### src/source/uart_pkg.sv
package uart_pkg;

  //////////////////////////////
  // Bus widths
  //////////////////////////////

  localparam int unsigned ADR_W = 6;   // Byte address, one 64 byte window
  localparam int unsigned BUS_W = 32;  // Read and write data word

  //////////////////////////////
  // Register map
  //////////////////////////////

  typedef enum logic [ADR_W-1:0] {
    // TX channel
    ADR_TX_DAT = 6'h00,  // TX data, write only
    ADR_TX_CNT = 6'h04,  // TX FIFO load
    ADR_TX_BDR = 6'h08,  // TX bit period minus one
    ADR_TX_IRQ = 6'h10,  // TX interrupt level
    // RX channel
    ADR_RX_DAT = 6'h20,  // RX data, read pops
    ADR_RX_CNT = 6'h24,  // RX FIFO load
    ADR_RX_BDR = 6'h28,  // RX bit period minus one
    ADR_RX_SMP = 6'h2C,  // RX sample phase
    ADR_RX_IRQ = 6'h30   // RX interrupt level
  } uart_adr_e;

  //////////////////////////////
  // Serial line state
  //////////////////////////////

  typedef enum logic [1:0] {
    LINE_IDLE  = 2'd0,  // Line high, waiting
    LINE_START = 2'd1,  // Start bit
    LINE_DATA  = 2'd2,  // Character bits, LSB first
    LINE_STOP  = 2'd3   // Single stop bit
  } uart_line_e;

endpackage
### src/source/uart_peri.sv
`timescale 1ns/100ps

module uart_peri #(
  parameter int unsigned RW = 8,   // Bit period counter width
  parameter int unsigned DW = 8,   // Character width
  parameter int unsigned SZ = 16   // FIFO depth
)(
  input  logic                      tcb,
  input  logic                      rst_n,
  // Register bus
  input  logic                      bus_vld,
  input  logic                      bus_wen,
  input  logic [uart_pkg::ADR_W-1:0] bus_adr,
  input  logic [uart_pkg::BUS_W-1:0] bus_wdt,
  output logic [uart_pkg::BUS_W-1:0] bus_rdt,
  // Serial line
  input  logic                      uart_rxd,
  output logic                      uart_txd,
  // Interrupts
  output logic                      irq_tx,
  output logic                      irq_rx
);

  localparam int unsigned CW = $clog2(SZ+1);

  // Register block to FIFOs
  logic          tx_push, rx_pop;
  logic [DW-1:0] tx_wdat, rx_rdat;
  logic [CW-1:0] tx_cnt, rx_cnt;
  // Configuration
  logic [RW-1:0] tx_bdr, rx_bdr, rx_smp;
  // FIFO to line streams
  logic          tx_str_vld, tx_str_rdy;
  logic [DW-1:0] tx_str_dat;
  logic          rx_str_vld;  // Lost when RX FIFO full
  logic [DW-1:0] rx_str_dat;

  uart_regs #(.RW(RW), .DW(DW), .SZ(SZ)) regs (
    .tcb     (tcb),
    .rst_n   (rst_n),
    .bus_vld (bus_vld),
    .bus_wen (bus_wen),
    .bus_adr (bus_adr),
    .bus_wdt (bus_wdt),
    .bus_rdt (bus_rdt),
    .tx_cnt  (tx_cnt),
    .rx_cnt  (rx_cnt),
    .rx_rdat (rx_rdat),
    .tx_push (tx_push),
    .tx_wdat (tx_wdat),
    .rx_pop  (rx_pop),
    .tx_bdr  (tx_bdr),
    .rx_bdr  (rx_bdr),
    .rx_smp  (rx_smp),
    .irq_tx  (irq_tx),
    .irq_rx  (irq_rx)
  );

  //////////////////////////////
  // TX channel
  //////////////////////////////

  uart_fifo #(.DW(DW), .SZ(SZ)) tx_fifo (
    .tcb     (tcb),
    .rst_n   (rst_n),
    .sti_vld (tx_push),
    .sti_dat (tx_wdat),
    .sti_rdy (),
    .sto_vld (tx_str_vld),
    .sto_dat (tx_str_dat),
    .sto_rdy (tx_str_rdy),
    .cnt     (tx_cnt)
  );

  uart_ser #(.RW(RW), .DW(DW)) tx_ser (
    .tcb     (tcb),
    .rst_n   (rst_n),
    .bdr     (tx_bdr),
    .str_vld (tx_str_vld),
    .str_dat (tx_str_dat),
    .str_rdy (tx_str_rdy),
    .txd     (uart_txd)
  );

  //////////////////////////////
  // RX channel
  //////////////////////////////

  uart_fifo #(.DW(DW), .SZ(SZ)) rx_fifo (
    .tcb     (tcb),
    .rst_n   (rst_n),
    .sti_vld (rx_str_vld),
    .sti_dat (rx_str_dat),
    .sti_rdy (),
    .sto_vld (),
    .sto_dat (rx_rdat),
    .sto_rdy (rx_pop),
    .cnt     (rx_cnt)
  );

  uart_des #(.RW(RW), .DW(DW)) rx_des (
    .tcb     (tcb),
    .rst_n   (rst_n),
    .bdr     (rx_bdr),
    .smp     (rx_smp),
    .rxd     (uart_rxd),
    .str_vld (rx_str_vld),
    .str_dat (rx_str_dat)
  );

endmodule

### src/source/uart_des.sv
`timescale 1ns/100ps

module uart_des #(
  parameter int unsigned RW = 8,  // Bit period counter width
  parameter int unsigned DW = 8   // Character width
)(
  input  logic          tcb,
  input  logic          rst_n,
  input  logic [RW-1:0] bdr,      // Bit period minus one
  input  logic [RW-1:0] smp,      // Sample phase within bit
  // Serial input
  input  logic          rxd,
  // Character stream to RX FIFO
  output logic          str_vld,
  output logic [DW-1:0] str_dat
);

  import uart_pkg::*;

  localparam int unsigned IW = (DW > 1) ? $clog2(DW) : 1;

  uart_line_e    state;
  logic          rxd_m;    // First sync stage
  logic          rxd_s;    // Synchronized line
  logic          rxd_d;    // Previous synchronized value
  logic          fall;     // Start edge
  logic [RW-1:0] cnt;
  logic [IW-1:0] idx;
  logic [DW-1:0] sh;
  logic [DW:0]   sh_ins;   // Shifter with new bit on top
  logic          bit_end;
  logic          smp_hit;

  assign fall    = rxd_d & ~rxd_s;
  assign bit_end = (cnt == bdr);
  assign smp_hit = (cnt == smp);
  assign sh_ins  = {rxd_s, sh};
  assign str_dat = sh;  // Stable through stop bit

  //////////////////////////////
  // Input synchronizer
  //////////////////////////////

  always_ff @(posedge tcb) begin
    if (!rst_n) begin
      rxd_m <= 1'b1;
      rxd_s <= 1'b1;
      rxd_d <= 1'b1;
    end else begin
      rxd_m <= rxd;
      rxd_s <= rxd_m;
      rxd_d <= rxd_s;
    end
  end

  // Bits arrive LSB first, shift in from the top
  always_ff @(posedge tcb) begin
    if ((state == LINE_DATA) && smp_hit) sh <= sh_ins[DW:1];
  end

  //////////////////////////////
  // Line FSM
  //////////////////////////////

  always_ff @(posedge tcb) begin
    if (!rst_n) begin
      state   <= LINE_IDLE;
      cnt     <= '0;
      idx     <= '0;
      str_vld <= 1'b0;
    end else begin
      str_vld <= 1'b0;  // Single cycle pulse
      if (state == LINE_IDLE) begin
        // Edge cycle counts as cycle 0 of start
        if (fall) begin
          state <= (bdr == '0) ? LINE_DATA : LINE_START;
          cnt   <= (bdr == '0) ? '0 : RW'(1);
          idx   <= '0;
        end
      end else begin
        cnt <= bit_end ? '0 : cnt + 1'b1;
        case (state)
          LINE_START: begin
            if (smp_hit && rxd_s) begin
              state <= LINE_IDLE;  // Glitch, not a start bit
            end else if (bit_end) begin
              state <= LINE_DATA;
              idx   <= '0;
            end
          end
          LINE_DATA: begin
            if (bit_end) begin
              if (idx == IW'(DW-1)) state <= LINE_STOP;
              else                  idx   <= idx + 1'b1;
            end
          end
          LINE_STOP: begin
            if (smp_hit) str_vld <= rxd_s;  // Framing error drops char
            if (bit_end) state <= LINE_IDLE;
          end
          default: state <= LINE_IDLE;
        endcase
      end
    end
  end

endmodule

### src/source/uart_ser.sv
`timescale 1ns/100ps

module uart_ser #(
  parameter int unsigned RW = 8,  // Bit period counter width
  parameter int unsigned DW = 8   // Character width
)(
  input  logic          tcb,
  input  logic          rst_n,
  input  logic [RW-1:0] bdr,      // Bit period minus one
  // Character stream from TX FIFO
  input  logic          str_vld,
  input  logic [DW-1:0] str_dat,
  output logic          str_rdy,
  // Serial output
  output logic          txd
);

  import uart_pkg::*;

  localparam int unsigned IW = (DW > 1) ? $clog2(DW) : 1;  // Bit index width

  uart_line_e    state;
  logic [RW-1:0] cnt;      // Cycle within bit
  logic [IW-1:0] idx;      // Data bit index
  logic [DW-1:0] sh;       // Character shifter
  logic [DW-1:0] sh_nxt;
  logic          bit_end;  // Last cycle of a bit
  logic          load;     // Frame start

  assign bit_end = (cnt == bdr);
  // Accept in idle or at the very end of stop, frames chain with no gap
  assign str_rdy = (state == LINE_IDLE) || ((state == LINE_STOP) && bit_end);
  assign load    = str_vld & str_rdy;
  assign sh_nxt  = sh >> 1;

  always_ff @(posedge tcb) begin
    if (load) begin
      sh <= str_dat;
    end else if ((state == LINE_DATA) && bit_end) begin
      sh <= sh_nxt;  // Next bit into LSB
    end
  end

  //////////////////////////////
  // Line FSM
  //////////////////////////////

  always_ff @(posedge tcb) begin
    if (!rst_n) begin
      state <= LINE_IDLE;
      cnt   <= '0;
      idx   <= '0;
      txd   <= 1'b1;  // Line idles high
    end else begin
      if ((state == LINE_IDLE) || bit_end) cnt <= '0;
      else                                 cnt <= cnt + 1'b1;
      case (state)
        LINE_IDLE: begin
          if (load) begin
            state <= LINE_START;
            txd   <= 1'b0;
          end
        end
        LINE_START: begin
          if (bit_end) begin
            state <= LINE_DATA;
            idx   <= '0;
            txd   <= sh[0];  // LSB first
          end
        end
        LINE_DATA: begin
          if (bit_end) begin
            if (idx == IW'(DW-1)) begin
              state <= LINE_STOP;
              txd   <= 1'b1;
            end else begin
              idx <= idx + 1'b1;
              txd <= sh_nxt[0];
            end
          end
        end
        LINE_STOP: begin
          if (bit_end) begin
            if (load) begin
              state <= LINE_START;  // Back to back frame
              txd   <= 1'b0;
            end else begin
              state <= LINE_IDLE;
            end
          end
        end
        default: state <= LINE_IDLE;
      endcase
    end
  end

endmodule

### src/source/uart_regs.sv
`timescale 1ns/100ps

module uart_regs #(
  parameter int unsigned RW = 8,   // Bit period counter width
  parameter int unsigned DW = 8,   // Character width
  parameter int unsigned SZ = 16,  // FIFO depth
  localparam int unsigned CW = $clog2(SZ+1)
)(
  input  logic                      tcb,
  input  logic                      rst_n,
  // Register bus
  input  logic                      bus_vld,
  input  logic                      bus_wen,
  input  logic [uart_pkg::ADR_W-1:0] bus_adr,
  input  logic [uart_pkg::BUS_W-1:0] bus_wdt,
  output logic [uart_pkg::BUS_W-1:0] bus_rdt,
  // FIFO side
  input  logic [CW-1:0]             tx_cnt,
  input  logic [CW-1:0]             rx_cnt,
  input  logic [DW-1:0]             rx_rdat,
  output logic                      tx_push,
  output logic [DW-1:0]             tx_wdat,
  output logic                      rx_pop,
  // Line configuration
  output logic [RW-1:0]             tx_bdr,
  output logic [RW-1:0]             rx_bdr,
  output logic [RW-1:0]             rx_smp,
  // Interrupts
  output logic                      irq_tx,
  output logic                      irq_rx
);

  import uart_pkg::*;

  uart_adr_e     adr;     // Decoded offset
  logic [CW-1:0] tx_irq;  // TX low water level
  logic [CW-1:0] rx_irq;  // RX high water level

  assign adr = uart_adr_e'(bus_adr);

  //////////////////////////////
  // Configuration writes
  //////////////////////////////

  always_ff @(posedge tcb) begin
    if (!rst_n) begin
      tx_bdr <= '0;
      tx_irq <= '0;
      rx_bdr <= '0;
      rx_smp <= '0;
      rx_irq <= '0;
    end else if (bus_vld && bus_wen) begin
      case (adr)
        ADR_TX_BDR: tx_bdr <= bus_wdt[RW-1:0];  // Upper bits dropped
        ADR_TX_IRQ: tx_irq <= bus_wdt[CW-1:0];
        ADR_RX_BDR: rx_bdr <= bus_wdt[RW-1:0];
        ADR_RX_SMP: rx_smp <= bus_wdt[RW-1:0];
        ADR_RX_IRQ: rx_irq <= bus_wdt[CW-1:0];
        default:    ;  // Data and count offsets, unmapped
      endcase
    end
  end

  //////////////////////////////
  // FIFO strobes
  //////////////////////////////

  // Full FIFO ignores the push, so the byte is lost
  assign tx_push = bus_vld & bus_wen & (adr == ADR_TX_DAT);
  assign tx_wdat = bus_wdt[DW-1:0];

  // Empty FIFO ignores the pop
  assign rx_pop  = bus_vld & ~bus_wen & (adr == ADR_RX_DAT);

  //////////////////////////////
  // Read multiplexer
  //////////////////////////////

  always_comb begin
    bus_rdt = '0;  // Zero extension and unmapped reads
    case (adr)
      ADR_TX_CNT: bus_rdt[CW-1:0] = tx_cnt;
      ADR_TX_BDR: bus_rdt[RW-1:0] = tx_bdr;
      ADR_TX_IRQ: bus_rdt[CW-1:0] = tx_irq;
      ADR_RX_DAT: begin
        // Head of FIFO, zero when nothing stored
        if (rx_cnt != '0) bus_rdt[DW-1:0] = rx_rdat;
      end
      ADR_RX_CNT: bus_rdt[CW-1:0] = rx_cnt;
      ADR_RX_BDR: bus_rdt[RW-1:0] = rx_bdr;
      ADR_RX_SMP: bus_rdt[RW-1:0] = rx_smp;
      ADR_RX_IRQ: bus_rdt[CW-1:0] = rx_irq;
      default:    ;  // TX data reads as zero
    endcase
  end

  // Level interrupts
  assign irq_tx = (tx_cnt < tx_irq);  // TX running low
  assign irq_rx = (rx_cnt > rx_irq);  // RX filling up

endmodule

### src/source/uart_fifo.sv
`timescale 1ns/100ps

module uart_fifo #(
  parameter int unsigned DW = 8,   // Entry width
  parameter int unsigned SZ = 16,  // Number of entries
  localparam int unsigned CW = $clog2(SZ+1)
)(
  input  logic          tcb,
  input  logic          rst_n,
  // Input stream
  input  logic          sti_vld,
  input  logic [DW-1:0] sti_dat,
  output logic          sti_rdy,
  // Output stream
  output logic          sto_vld,
  output logic [DW-1:0] sto_dat,
  input  logic          sto_rdy,
  // Load
  output logic [CW-1:0] cnt
);

  localparam int unsigned AW = (SZ > 1) ? $clog2(SZ) : 1;  // Pointer width

  logic [DW-1:0] mem [SZ];
  logic [AW-1:0] wr_ptr;
  logic [AW-1:0] rd_ptr;
  logic          push;
  logic          pop;

  assign sti_rdy = (cnt != CW'(SZ));  // Not full
  assign sto_vld = (cnt != '0);       // Not empty
  assign push    = sti_vld & sti_rdy;
  assign pop     = sto_vld & sto_rdy;

  // Head read straight out of storage
  assign sto_dat = mem[rd_ptr];

  always_ff @(posedge tcb) begin
    if (push) mem[wr_ptr] <= sti_dat;
  end

  //////////////////////////////
  // Pointers and load
  //////////////////////////////

  always_ff @(posedge tcb) begin
    if (!rst_n) begin
      wr_ptr <= '0;
      rd_ptr <= '0;
      cnt    <= '0;
    end else begin
      // Wrap at depth, works for any SZ
      if (push) wr_ptr <= (wr_ptr == AW'(SZ-1)) ? '0 : wr_ptr + 1'b1;
      if (pop)  rd_ptr <= (rd_ptr == AW'(SZ-1)) ? '0 : rd_ptr + 1'b1;
      // Simultaneous push and pop keeps the load
      if (push && !pop) begin
        cnt <= cnt + 1'b1;
      end else if (pop && !push) begin
        cnt <= cnt - 1'b1;
      end
    end
  end

endmodule

### config.mk
export PLATFORM = sky130hd
export DESIGN_NAME = uart_peri
export DESIGN_NICKNAME = d
export VERILOG_FILES = /design/src/source/uart_pkg.sv /design/src/source/uart_peri.sv /design/src/source/uart_des.sv /design/src/source/uart_ser.sv /design/src/source/uart_regs.sv /design/src/source/uart_fifo.sv
export SDC_FILE = /design/constraint.sdc
export NUM_CORES = 1
export LEC_CHECK = 0
export ABC_AREA = 1
export BUFFER_PORTS_ARGS = -buffer_cell sky130_fd_sc_hd__buf_2
export CORE_MARGIN = 2
export CORE_UTILIZATION = 46
export DETAILED_ROUTE_END_ITERATION = 10
export HOLD_SLACK_MARGIN = 0.12
export PLACE_DENSITY_LB_ADDON = 0.08
export SETUP_SLACK_MARGIN = 0.1
export SYNTH_ARGS = -nofsm -noshare
export SYNTH_HDL_FRONTEND = slang
export SYNTH_HIERARCHICAL = 1
export SYNTH_SLANG_ARGS = --single-unit
export TNS_END_PERCENT = 30
### constraint.sdc
create_clock -name tcb -period 8.4 [get_ports tcb]
set_input_delay 1.68 -clock tcb [delete_from_list [all_inputs] [get_ports tcb]]
set_output_delay 1.68 -clock tcb [all_outputs]
set_load 0.005 [all_outputs]
==> reports/metrics.yaml, run 1 <==
status: "finished clean"
final_common_cell: "nand2_1"
cp.arrival_ns: 3.48
grt_pass1_wl_um: 63800
hold_viol_final: 0
synthesis.instances: 1913
finalPower_mw: 4.79
p_seq_share_pct: 46.5
insertedDiodeCount: 0
synth_area_leaders: "edfxtp_1 47%, nand2_1 13%, dfxtp_1 11%"
tightest_slew_ns: 1.15
routed-via-count: 12421
drtAntennaViolNets: 0
highest_layer: "met4"
critPathCaptureType: "primary output"
grt_setup_unrepaired: "false"
cp_max_fo: 67
fin_crit_sh_pct: 61.4
cts_root_buffer: "clkbuf_16"
wl_met2_um: 18100
start_util_pct: 46.6
ir_drop_mv: 0.192
synth_seq_cells: 371
nets: 2011
cap_violations: 0
cts_buffers: 40
rows: 71
boundaryPins: 78
clock_power_share_pct: 35.4
wl_met3_um: 2160
synth.top_cell.area_share_pct: 46.6
power.static_leakage_nw: 7.81
clockBufferDepth: 3
ys_types: 50
drt_wl_total_um: 40500
grt_pass1_vias: 11693
track_usage_pct: 21.0
power_frac_comb_pct: 18.1
die_y_um: 199
startpoint_type: "register"
viasPerCell: 5.06
antenna_found_initial: 0
yosysTopAreaCell: "edfxtp_1"
htreeDepth: 2
place_congestion: 0.803
drtPass1Iterations: 5
holdCritPathClass: "reg -> reg"
ys.flop_type: "edfxtp_1"
fin_setup_tns_ns: 0
fmax_mhz: 194
timing.final.crit_period_ns: 5.16
grt_max_degree: 68
powerDensity_nw_per_um2: 251
required_ns: 6.72
switching_share_pct: 29.7
synth_async_sr_flop_share_pct: 0
clkTransAtPathRegs_ns: 0.06
synth_seq_area_share_pct: 57.9
cts_resized: 0
drive_above_1_share_pct: 8.53
m1WireLength_um: 19600
coreArea_um2: 37600
layout_common_cells: "630 x nand2_1, 272 x edfxtp_1, 227 x nor2_1"
drc: 0
finClkSkew_ns: 0.0145
post-cts-setup-buffer-count: 0
timing.slew.headroom_pct: 23.4
internal-power_mw: 3.37
ctsHoldBuffers: 0
synth_edf_count: 272
insertion_delay_ns: 0.53
dpl.hpwl_um: 25700
syn_to_final_growth_pct: 8.90
yosys_warnings: 6
die_w_um: 199
syn_area_per_cell_um2: 9.16
cts.sinks: 371
slew_viol_final: 0
drtIter0Drc: 955
port_buffers: 29
dieArea_um2: 39700
overflow: 0
power.switching_mw: 1.42
wl_per_cell_um: 16.5
netlist_area_um2: 17500
setup_viol: 0
path_class: "reg -> out"
cts_tree: "built"
holdCritStartpoint: "rx_des/rxd_m"
-- cell families after synthesis --
| kind of cell | after synthesis | share of synthesized area (%) |
|---|---|---|
| AO/OA/AOI/OAI | 121 | 3.93 |
| buffers and inverters | 246 | 6.84 |
| XOR/XNOR | 27 | 1.39 |
| AND/OR/NAND/NOR | 1101 | 26.5 |
| other | 1 | 0.0214 |
| flip-flops | 371 | 57.9 |
| adder cells (fa/ha/maj) | 46 | 3.37 |
-- flip-flops by register name (all words and copies together) (netlist names), 8 cells and up, named ones only --
| name | flops |
|---|---|
| rx_des/cnt | 8 |
| regs/rx_bdr | 8 |
| regs/tx_bdr | 8 |
| tx_ser/sh | 8 |
| regs/rx_smp | 8 |
| rx_fifo/mem | 128 |
| rx_des/str_dat | 8 |
| tx_fifo/mem | 128 |
| tx_ser/cnt | 8 |
-- cells in the mapped netlist, types with 6 or more instances --
| master | count |
|---|---|
| buf_2 | 24 |
| nand3_1 | 165 |
| nand2_4 | 8 |
| a21oi_1 | 35 |
| dfxtp_1 | 99 |
| buf_4 | 46 |
| inv_1 | 139 |
| buf_6 | 7 |
| ha_1 | 44 |
| inv_2 | 15 |
| clkbuf_1 | 9 |
| o21ai_0 | 65 |
| xnor2_1 | 15 |
| edfxtp_1 | 272 |
| nand2_2 | 9 |
| nand4_1 | 17 |
| nor2_2 | 14 |
| nand3_2 | 6 |
| nand2_1 | 630 |
| xor2_1 | 11 |
| nor2_1 | 227 |
-- per-layer routing --
metal	up-vias	track usage, %
li1	6202	-
met1	5881	31.0
met2	289	32.7
met3	49	3.22
met4	0	4.64
met5	-	0
-- power by group through the flow --
| stage | clock network, mW | logic (mW) | registers (mW) |
|---|---|---|---|
| finish | 1.70 | 0.868 | 2.23 |
| CTS | 1.74 | 0.869 | 2.23 |
| global placement | 0 | 0.857 | 2.26 |
| floorplan | 0 | 0.712 | 2.19 |
| global route | 1.80 | 0.996 | 2.24 |
| detailed placement | 0 | 0.864 | 2.27 |
-- stage by stage --
step	utilization [%]	instance area (µm²)	instances	setup slack, ns	hold WS [ns]
6_report	50.8	19100	2457	3.24	0.414
4_1_cts	50.8	19100	2457	3.20	0.414
2_1_floorplan	-	17600	1936	4.28	0.393
3_5_place_dp	47.5	17800	2391	3.62	0.400
5_1_grt	50.8	19100	2457	2.93	0.432
3_3_place_gp	47.5	17800	2391	3.68	0.397
-- critical path, cell delays in order (launching register included) --
cell     delay (ns)
dfxtp_2        0.31
buf_4          0.59
inv_2          0.66
o21ai_0        0.36
nand3_1        0.15
nand3_1        0.16
nand2_1        0.15
nand3_1        0.11
nand2_1        0.07
nor2_1         0.09
nand2_1        0.08
buf_2          0.13
-- final timing paths --
kind,to,depth (start not counted),slack (ns)
worst max register to register,tx_ser/sh[1],7,5.69
worst max-delay path,bus_rdt[1],11,3.24
worst min-delay path,rx_des/rxd_s,1,0.41
worst min register to register,rx_des/rxd_s,1,0.41
-- cell type report --
class                      count  area (µm²)
timing repair buffer          34         183
multi-input combinational   1319        6270
inverter                     156         593
sequential                   371       10200
clock inverter                13         143
fill                        3526       18500
clock buffer                  53        1100
tap                          511         639
Power figures use the tool's default switching activity.
==> run 2, diff against run 1 <==
--- a/config.mk
+++ b/config.mk
@@ -5,7 +5,7 @@
 export SDC_FILE = /design/constraint.sdc
 export NUM_CORES = 1
 export LEC_CHECK = 0
-export ABC_AREA = 1
+export ABC_AREA = 0
 export BUFFER_PORTS_ARGS = -buffer_cell sky130_fd_sc_hd__buf_2
 export CORE_MARGIN = 2
 export CORE_UTILIZATION = 46
==> constraint.sdc (replaced) <==
create_clock -name tcb -period 4.8 [get_ports tcb]
set_input_delay 0.96 -clock tcb [delete_from_list [all_inputs] [get_ports tcb]]
set_output_delay 0.96 -clock tcb [all_outputs]
set_load 0.005 [all_outputs]
==> reports/metrics.yaml, run 2 <==
reg_top3: "rx_fifo/mem x128, tx_fifo/mem x128"
drtPass1Iterations: 5
r2r_slack_ns: 1.94
layout_common_cells: "272 x edfxtp_1, 97 x dfxtp_1, 74 x nand2_1"
post-cts-setup-buffer-count: 0
rows: 69
grt_setup_unrepaired: "false"
r2r_start: "rx_fifo/cnt[0]"
slowest_stage: "mux4_2"
drt_wl_total_um: 35400
netlist_area_um2: 16400
port_buffers: 29
boundaryPins: 78
drive_above_1_share_pct: 17.8
drtIter0Drc: 628
syn_area_per_cell_um2: 14.7
cts.sinks: 371
cts_root_buffer: "clkbuf_16"
grt_pass1_wl_um: 53800
grt_max_degree: 94
critical_path.top_delay_family: "compound AO/OA/AOI/OAI gates"
cp_cell_sequence: "buf_12 > mux4_2 > a22oi_1 > nand2_1 > a222oi_1 > nand4_1 > buf_2"
clockBufferDepth: 3
viasPerCell: 5.58
hold_depth: 1
dp_cells: 1579
r2r-end: "rx_fifo/cnt[3]"
drtAntennaViolNets: 0
cp_max_fo: 32
setup_viol: 0
insertion_delay_ns: 0.54
cts_tree: "built"
ctsHoldBuffers: 0
insertedDiodeCount: 0
multiInputGateArea_um2: 5740
nets: 1250
track_usage_pct: 19.5
dpl.hpwl_um: 23000
antenna_found_initial: 0
dieArea_um2: 37100
routed-via-count: 9242
critPathCaptureType: "primary output"
fin_setup_tns_ns: 0
drc: 0
finClkSkew_ns: 0.0176
r2r_cells: 9
fin_crit_sh_pct: 82.7
die_w_um: 193
timing.final.crit_period_ns: 3.97
clkTransAtPathRegs_ns: 0.05
start_util_pct: 46.3
powerDensity_nw_per_um2: 452
fmax_mhz: 252
synthesis.instances: 1114
power.static_leakage_nw: 6.21
slew_viol_final: 0
slowest_delay_ns: 0.57
final_util_pct: 51.5
timing.slew.headroom_pct: 37.7
syn_to_final_growth_pct: 11.3
cts_resized: 0
htreeDepth: 2
cts_buffers: 41
tightest_slew_ns: 0.934
grt_pass1_vias: 9019
n_fill_cell: 2978
place_congestion: 0.808
wl_per_cell_um: 21.4
regArea_um2: 10200
final-instance-count-excl-fill: 1655
overflow: 0
path_class: "reg -> out"
status: "finished clean"
holdCritPathClass: "reg -> reg"
final_common_cell: "edfxtp_1"
cap_violations: 0
required_ns: 3.84
crit_end: "bus_rdt[4]"
hold_viol_final: 0
coreArea_um2: 35300
die_y_um: 193
path_depth: 7
finalPower_mw: 8.23
startpoint_type: "register"
cp.arrival_ns: 3.01
worst-path-buf-inv: 2
ir_drop_mv: 0.341
yosys_warnings: 6
[run 2: layer usage]
layer,wire length [µm],vias up,share of wire [%],GRT usage [%]
li1,-,4342,-,-
met1,15500,4688,44,26.0
met2,17900,161,51,33.4
met3,1220,51,3.4,2.71
met4,731,0,2.1,5.58
met5,0,-,0,0
[run 2: worst reg2reg max path, delay by kind of cell, from the launching register on]
family	cells	cell delay, ns
buffers and inverters	1	0.10
DFF	1	0.41
and+or+nand+nor	3	1.31
AOI/OAI and AO/OA	3	0.46
adders and majority gates	2	0.52
[run 2: report_power, final]
group	switching [mW]	internal (mW)
logic	0.737	0.656
clock network	1.24	1.67
registers	0.263	3.67
[run 2: layout make-up]
type	instances	area share, %
sequential	371	55.8
inverter	34	0.701
clock buffer	52	5.97
tap	461	3.17
multi-input combinational	659	31.6
timing repair buffer	54	1.97
clock inverter	24	0.859
[run 2: per-stage QoR]
stage | worst slack [ns] | cell area (µm²) | hold slack (ns)
4_1_cts | 0.808 | 18200 | 0.428
2_1_floorplan | 0.885 | 16400 | 0.386
3_3_place_gp | 0.860 | 17000 | 0.397
6_report | 0.830 | 18200 | 0.423
5_1_grt | 0.762 | 18200 | 0.465
3_5_place_dp | 0.821 | 17000 | 0.410
[run 2: how the worst min path moves through the flow]
stage | slack [ns] | end | start
final | 0.42 | rx_des/rxd_s | rx_des/rxd_m
after CTS | 0.43 | rx_des/rxd_s | rx_des/rxd_m
after global placement | 0.40 | rx_des/rxd_s | rx_des/rxd_m
after detailed placement | 0.41 | rx_des/rxd_s | rx_des/rxd_m
after floorplan | 0.39 | rx_des/rxd_s | rx_des/rxd_m
after global routing | 0.47 | rx_des/rxd_s | rx_des/rxd_m
